`src/umi_mem_macros.svh`:
```
// bank count must be a power of two from 1 to 8; UMI_DW a power of two, at least 16 bits
`ifndef UMI_MEM_MACROS_SVH
`define UMI_MEM_MACROS_SVH

// ######################################################################
// datapath and address
// ######################################################################

`define UMI_DW 64                    // data word width in bits
`define UMI_AW 32                    // request address width

// byte offset within one data word
`define UMI_OFFW $clog2(`UMI_DW/8)

// ######################################################################
// banking
// ######################################################################

`define UMI_NBANKS 4                 // power of two, 1 to 8
`define UMI_BANK_WORDS 256           // depth of each bank

// address bits taken by the bank select, zero for a single bank
`define UMI_BANKB $clog2(`UMI_NBANKS)

// width of a bank index field, at least one bit
`define UMI_BANKW ((`UMI_NBANKS > 1) ? $clog2(`UMI_NBANKS) : 1)

// word index inside a bank
`define UMI_WIDXW $clog2(`UMI_BANK_WORDS)

`endif
```
`src/umi_mem_pkg.sv`:
```
// request, sram and response types; widths come from the macro header
`include "umi_mem_macros.svh"

package umi_mem_pkg;

   // ######################################################################
   // atomic opcodes, codes above 8 behave as swap
   // ######################################################################
   typedef enum logic [7:0] {
      UMI_ADD  = 8'h00,
      UMI_AND  = 8'h01,
      UMI_OR   = 8'h02,
      UMI_XOR  = 8'h03,
      UMI_MAX  = 8'h04,  // signed
      UMI_MIN  = 8'h05,  // signed
      UMI_MAXU = 8'h06,
      UMI_MINU = 8'h07,
      UMI_SWAP = 8'h08
   } umi_atype_e;

   // one request beat from the requester
   typedef struct packed {
      logic                 read;
      logic                 write;
      logic                 atomic;
      logic [2:0]           size;    // bytes per transfer = 1 << size
      logic [7:0]           len;     // transfers - 1
      umi_atype_e           atype;   // only looked at for atomics
      logic [`UMI_AW-1:0]   addr;
      logic [`UMI_DW-1:0]   wrdata;  // lsb aligned
   } umi_req_t;

   // single port sram access
   typedef struct packed {
      logic                   ce;
      logic                   we;
      logic [`UMI_WIDXW-1:0]  idx;     // word in bank
      logic [`UMI_DW/8-1:0]   be;      // byte write enables
      logic [`UMI_DW-1:0]     wrdata;
   } sram_req_t;

   // merged read / atomic result
   typedef struct packed {
      logic [`UMI_DW-1:0]     rddata;  // shifted down by byte offset
      logic [`UMI_BANKW-1:0]  bank;    // bank that produced it
   } umi_resp_t;

endpackage

```
`src/umi_resp_merge.sv`:
```
// relies on equal result latency in every bank, so at most one bank reports per cycle
`timescale 1ns/1ps
`include "umi_mem_macros.svh"

module umi_resp_merge (
   input  logic                      clk,
   input  logic                      nreset,
   input  logic [`UMI_NBANKS-1:0]    rd_valid,
   input  logic [`UMI_DW-1:0]        rd_data [`UMI_NBANKS],
   output logic                      resp_valid,
   output umi_mem_pkg::umi_resp_t    resp
);

   import umi_mem_pkg::*;

   umi_resp_t resp_nxt;   // selected bank result

   // ######################################################################
   // select
   // ######################################################################

   always_comb begin
      resp_nxt = '0;
      for (int i = 0; i < `UMI_NBANKS; i++) begin
         if (rd_valid[i]) begin
            resp_nxt.rddata = rd_data[i];
            resp_nxt.bank   = `UMI_BANKW'(i);
         end
      end
   end

   // ######################################################################
   // output register
   // ######################################################################

   always_ff @(posedge clk or negedge nreset) begin
      if (!nreset) begin
         resp_valid <= 1'b0;
      end else begin
         resp_valid <= |rd_valid;   // single cycle pulse per result
      end
   end

   always_ff @(posedge clk) begin
      if (|rd_valid) begin
         resp <= resp_nxt;
      end
   end

   // fixed latency keeps bank results apart
   a_onehot_rd : assert property (
      @(posedge clk) disable iff (!nreset)
      $onehot0(rd_valid)
   ) else $error("merge: two banks returned in one cycle");

endmodule

```
`config.mk`:
```
export PLATFORM = sky130hd
export DESIGN_NAME = umi_resp_merge
export DESIGN_NICKNAME = d
export VERILOG_FILES = /design/src/umi_mem_pkg.sv /design/src/umi_resp_merge.sv
export VERILOG_INCLUDE_DIRS = /design/src
export SDC_FILE = /design/constraint.sdc
export NUM_CORES = 1
export LEC_CHECK = 0
export ABC_AREA = 0
export BUFFER_PORTS_ARGS = -buffer_cell sky130_fd_sc_hd__buf_2
export CORE_AREA = 2 2 126 128
export CTS_BUF_LIST = sky130_fd_sc_hd__clkbuf_8
export CTS_CLUSTER_DIAMETER = 60
export DETAILED_ROUTE_END_ITERATION = 8
export DIE_AREA = 0 0 128 130
export SETUP_SLACK_MARGIN = 0.5
export SYNTH_ARGS = -nofsm -noshare
export SYNTH_HDL_FRONTEND = slang
export SYNTH_SLANG_ARGS = --single-unit
export TNS_END_PERCENT = 5
```
`constraint.sdc`:
```
create_clock -name clk -period 1.15 [get_ports clk]
set_clock_uncertainty 0.05 [all_clocks]
set_input_delay 0.23 -clock clk [delete_from_list [all_inputs] [get_ports clk]]
set_output_delay 0.23 -clock clk [all_outputs]
set_load 0.1 [all_outputs]
```
==> results by group, run 1 <==
Status
  – Status: finished, violations left
  – Violations in the final reports: negative setup slack

Floorplanning
  – FP Rows: 46
  – Core area: 15400 sq um
  – Initial Util: 24.2%
  – Die W: 128 um
  – Die height: 130 um
  – Die ar.: 16600 sq um
  – I/O pins: 329

Critical path
  – Crit. End Element: output port
  – Delay-heaviest family, CP: flip-flops
  – CP max stage delay: 0.45 ns
  – Peak fanout along the critical path: 1
  – CP Class: flop to output port
  – Slowest-stage cell, CP: edfxtp_1
  – Worst path cell trace: buf_12
  – Startpoint Class: flop
  – Critical path buffer and inverter count: 1
  – Critical path data required time: 0.87 ns
  – WP data arrival: 1.01 ns

STA
  – Tmin final: 1.29 ns
  – Worst Tran Pin Value: 0.355 ns
  – Setup violators final: 119
  – Worst Setup Slack, final: -0.137 ns
  – Rel. slew slack: 76.3%
  – Final Cycle Share: 112%
  – Achievable Freq: 777 MHz
  – Final Hold Fails: 0
  – RSZ-0062 raised after global routing: yes
  – Max-slew violations: 0

Synthesis
  – Cell count after synthesis: 303
  – Synth Flop Type: edfxtp_1
  – Synth top cells by count: edfxtp_1 (66), nor2_1 (63), o22ai_1 (63), a221oi_2 (40), a221oi_1 (23)
  – Top cell type by total area after synthesis: edfxtp_1
  – Ys async rst share: 1.49%
  – Count leader, synth: edfxtp_1
  – Yosys warnings: 0
  – Top cell type's share of synthesized area: 53.1%
  – Post-synthesis net count: 565
  – Synthesized area: 3730 sq um
  – Flops & latches, synth: 67
  – Syn avg cell area: 12.3 sq um
  – EDFF count, synth: 66
  – Share of the yosys chip area belonging to registers: 53.8%
  – Count of cell types in the netlist: 20
  – Largest cells by area after synthesis: edfxtp_1 (53%), a221oi_2 (16%), o22ai_1 (11%)

Route
  – Wire length per cell: 18.8 um
  – Starting DRT DRC Count: 172
  – Vias: 4164
  – WL final: 15.5 mm
  – Initial DRT Pass Iterations: 4
  – Post-DR vias/cell: 5.07
  – DRC viols: 0
  – Post-route ant nets: 0

Global routing
  – First-pass GRT wire length: 22.0 mm
  – Vias in the first global route: 4359
  – Overall global routing resource usage: 17.2%
  – Number of antenna violations at the first check in global routing: 0
  – Grt ovf: 0
  – Largest net degree at the start of global routing: 45

Placed design
  – Setup WS pre-CTS: -0.372 ns
  – DP Wirelength: 11.3 mm
  – Gpl congestion: 0.873
  – # port buffers: 328
  – Placed cells: 804

Pwr
  – Int Power: 0.00574 W
  – Clk network pwr share: 20.1%
  – Sequential power share: 32.9%
  – Pwr dens: 1320 nW/um^2
  – P_sw: 0.00411 W
  – Pwr Total: 0.00985 W
  – Worst vdd ir: 0.476 mV
  – Combinational share of power: 47.0%
  – Switching Share: 41.8%
  – LEAKAGE: 3.20 nW

Min path
  – Worst min-delay path category: primary input to flop
  – Hold path cells: 3
  – Hold EP: resp[10]
  – Hold path start: rd_data[72]

Final layout
  – Nets: 886
  – Share of cells above drive strength 1: 72.7%
  – Area delta synth->final: 99.5%
  – Finished Layout Cells: 822

Clock network
  – Clock root buffer: clkbuf_8
  – Inserted Clock Buffers: 9
  – H-tree depth: 3
  – CTS clk-pin slew, worst paths: 0.08 ns
  – Clk buf depth: 2
  – Clk sinks: 67
  – CTS tree: yes

Run
  – Max-Cap Viols: 0
stage by stage:
step | setup TNS [ns] | utilization (%) | hold WS (ns) | area, sq um
4_1_cts | -9.19 | 46.8 | 0.0938 | 7210
2_1_floorplan | -38.70 | - | -0.116 | 3740
5_1_grt | -10.37 | 48.2 | 0.110 | 7440
3_5_place_dp | -42.51 | 43.2 | -0.0427 | 6670
3_3_place_gp | -39.45 | 43.2 | -0.0420 | 6670
6_report | -7.28 | 48.3 | 0.133 | 7440
cell type report:
cell class	count	area (sq um)
repair buffers	345	2980
clock buffers	9	124
multi-input cells	199	2010
diodes	1	2.50
flip-flops and latches	67	2010
fillers	1382	7980
inverters	2	10.0
clock inverters	7	68.8
well taps	192	240
sequential cells by signal, indices dropped and copies added, names as in the netlist:
register and flops:
resp 66, resp_valid 1
cells by family after synthesis:
kind of cell / synth area share, %
AO/OA/AOI/OAI: 32.5
flip-flops: 53.8
AND/OR/NAND/NOR: 7.55
buffers and inverters: 6.20
worst max-delay path by stage:
stage	slack [ns]	start	to	cells after the start
finish	-0.14	resp[4]	resp[4]	1
global route	-0.19	resp[4]	resp[4]	1
CTS	-0.18	resp[4]	resp[4]	1
detailed placement	-0.37	rd_valid[2]	resp[28]	4
global placement	-0.35	rd_valid[2]	resp[21]	4
floorplan	-0.45	rd_valid[2]	resp[0]	3
timing repair:
item	in CTS	in global routing
hold buffers	1	0
pin swaps	67	64
gates resized for setup	58	26
setup endpoints to repair	200	199
endpoints found under the hold margin	1	0
buffers inserted	0	0
power groups by stage:
| stage | registers (W) | clock network (W) | logic (W) |
|---|---|---|---|
| 6_report | 0.00324 | 0.00198 | 0.00463 |
| 5_1_grt | 0.00327 | 0.00221 | 0.00477 |
| 4_1_cts | 0.00325 | 0.00208 | 0.00453 |
| 3_5_place_dp | 0.00330 | 0 | 0.00438 |
| 3_3_place_gp | 0.00330 | 0 | 0.00433 |
| 2_1_floorplan | 0.00516 | 0 | 0.000540 |
layer usage:
metal,vias to the layer above,GRT usage [%],wire length [um]
met5,-,0,0
met4,0,7.43,388
met3,27,4.92,978
met2,203,32.0,8640
met1,2024,18.1,5460
li1,1910,-,-
cells in the final DEF, fill, tap and decap left out, drive strengths merged:
| master | count |
|---|---|
| dlygate4sd3 | 1 |
| a221oi | 63 |
| nand2b | 1 |
| nor3 | 1 |
| o21ai | 1 |
| or3 | 1 |
| a21oi | 2 |
| dfrtp | 1 |
| nand3 | 1 |
| inv | 2 |
| nor2 | 63 |
| clkbuf | 9 |
| clkinv | 4 |
| or2 | 1 |
| bufinv | 1 |
| nor2b | 1 |
| buf | 344 |
| edfxtp | 66 |
| diode | 1 |
| nor3b | 1 |
| o22ai | 63 |
| clkinvlp | 2 |
Power figures use the tool's default switching activity.
==> inputs of run 2 (changes only) <==
--- a/config.mk
+++ b/config.mk
@@ -14,6 +14,7 @@
 export DETAILED_ROUTE_END_ITERATION = 8
 export DIE_AREA = 0 0 128 130
 export SETUP_SLACK_MARGIN = 0.5
+export SKIP_CTS_REPAIR_TIMING = 1
 export SYNTH_ARGS = -nofsm -noshare
 export SYNTH_HDL_FRONTEND = slang
 export SYNTH_SLANG_ARGS = --single-unit
==> results by group, run 2 (synthesis gave the netlist of run 1 again) <==
Route
  – Starting DRT DRC Count: 162 (-5.8%)
  – DRC viols: 0 (unchanged)
  – Post-DR vias/cell: 5.16 (+1.8%)
  – Vias: 4239 (+1.8%)
  – Wire length per cell: 19.0 um (+0.83%)
  – WL final: 15.6 mm (+0.83%)
  – Post-route ant nets: 0 (unchanged)
  – Initial DRT Pass Iterations: 4 (unchanged)

Critical path
  – Delay-heaviest family, CP: flip-flops
  – Startpoint Class: flop
  – CP max stage delay: 0.45 ns (about the same)
  – Critical path data required time: 0.87 ns (about the same)
  – Crit. End Element: output port
  – WP data arrival: 1.01 ns (about the same)
  – Worst path cell trace: buf_12
  – Slowest-stage cell, CP: edfxtp_1
  – Critical path buffer and inverter count: 1 (unchanged)
  – Peak fanout along the critical path: 1 (unchanged)
  – CP Class: flop to output port

Floorplanning
  – FP Rows: 46 (unchanged)
  – Die ar.: 16600 sq um (unchanged)
  – I/O pins: 329 (unchanged)
  – Core area: 15400 sq um (unchanged)
  – Initial Util: 24.2% (unchanged)
  – Die height: 130 um (unchanged)
  – Die W: 128 um (unchanged)

STA
  – Hold WS: 0.137 ns (+0.00322 ns)
  – Final Hold Fails: 0 (unchanged)
  – Rel. slew slack: 75.9% (-0.38 points)
  – RSZ-0062 raised after global routing: yes
  – Worst Tran Pin Value: 0.361 ns (+0.00577 ns)
  – Final Cycle Share: 112% (+0.16 points)
  – Worst Setup Slack, final: -0.138 ns (-0.00187 ns)
  – Setup violators final: 115 (-3.4%)
  – Achievable Freq: 776 MHz (-0.15%)
  – Tmin final: 1.29 ns (+0.00187 ns)
  – Max-slew violations: 0 (unchanged)

Global routing
  – Largest net degree at the start of global routing: 45 (unchanged)
  – Grt ovf: 0 (unchanged)
  – Overall global routing resource usage: 16.6% (-0.53 points)
  – First-pass GRT wire length: 21.2 mm (-3.6%)
  – Vias in the first global route: 4170 (-4.3%)
  – Number of antenna violations at the first check in global routing: 0 (unchanged)

Run
  – Max-Cap Viols: 0 (unchanged)

Final layout
  – Share of cells above drive strength 1: 72.2% (-0.48 points)
  – Finished Cell Area: 7490 sq um (+0.66%)
  – Nets: 886 (unchanged)
  – Final Util: 48.6% (+0.32 points)
  – Largest reg by FF count: resp
  – Max reg flops: 66 (unchanged)
  – Most common cell after layout, fill and taps aside: buf_2
  – Leading cell types in the layout, fill and taps excluded: buf_2 (257), buf_12 (75), edfxtp_1 (66)
  – Area delta synth->final: 101%
  – Largest regs: resp: 66 flops, resp_valid: 1 flops

Clock network
  – CTS clk-pin slew, worst paths: 0.08 ns (about the same)
  – CTS tree: yes
  – H-tree depth: 3 (unchanged)
  – Clk sinks: 67 (unchanged)
  – Clk buf depth: 2 (unchanged)
  – Inserted Clock Buffers: 9 (unchanged)
  – Clock root buffer: clkbuf_8

Placed design
  – # port buffers: 328 (unchanged)
  – Placed inst area: 6670 sq um (unchanged)
  – DP Wirelength: 11.3 mm (unchanged)
  – Gpl congestion: 0.873 (unchanged)

Pwr
  – Clk network pwr share: 20.2% (about the same)
  – P_sw: 0.00415 W (+0.79%)
  – Worst vdd ir: 0.475 mV (-0.22%)
  – Sequential power share: 32.7% (-0.2 points)
  – LEAKAGE: 3.19 nW (-0.44%)
  – Int Power: 0.00576 W (+0.30%)
  – Combinational share of power: 47.0% (about the same)
  – Pwr Total: 0.00990 W (+0.50%)
  – Switching Share: 41.9% (+0.12 points)
  – Pwr dens: 1320 nW/um^2 (-0.15%)

Status
  – Status: finished, violations left
  – Violations in the final reports: negative setup slack

Min path
  – Worst min-delay path category: primary input to asynchronous set/reset pin
run 2: cell types whose count changed in the layout (fill, tap and decap cells not counted), moves of 2 or more:
cell	before	now
o22ai_1	39	43
o22ai_4	1	5
a221oi_4	16	18
a221oi_2	47	45
o22ai_2	23	15
run 2: worst max-delay path by stage:
stage,cells past startpoint,from,endpoint,slack (ns)
CTS,1,resp[4],resp[4],-0.18
floorplan,3,rd_valid[2],resp[0],-0.45
global placement,4,rd_valid[2],resp[21],-0.35
detailed placement,4,rd_valid[2],resp[28],-0.37
finish,1,resp[4],resp[4],-0.14
global route,1,resp[4],resp[4],-0.19
run 2: power by group through the flow:
stage,sequential (W),clock (W),combinational (W)
finish,0.00324,0.00200,0.00465
global route,0.00327,0.00221,0.00480
CTS,0.00325,0.00208,0.00439
detailed placement,0.00330,0,0.00438
global placement,0.00330,0,0.00433
floorplan,0.00516,0,0.000540
run 2: cell type report:
type,count,area (sq um)
timing repair buffer,345,2990
sequential,67,2010
fill,1366,7930
tap,192,240
inverter,2,10.0
clock buffer,9,124
clock inverter,7,68.8
antenna,1,2.50
multi-input combinational,199,2050
run 2: through the flow:
stage	instances	worst slack, ns	TNS (ns)
CTS	820	-0.179	-9.19
global placement	804	-0.348	-39.45
floorplan	303	-0.447	-38.70
global route	821	-0.185	-10.40
detailed placement	804	-0.372	-42.51
finish	822	-0.138	-7.54
run 2: routing by layer:
layer,routed length (um),global-route usage [%]
met3,1140,4.96
met1,5370,17.8
met2,8670,30.3
met4,401,7.50
met5,0,0
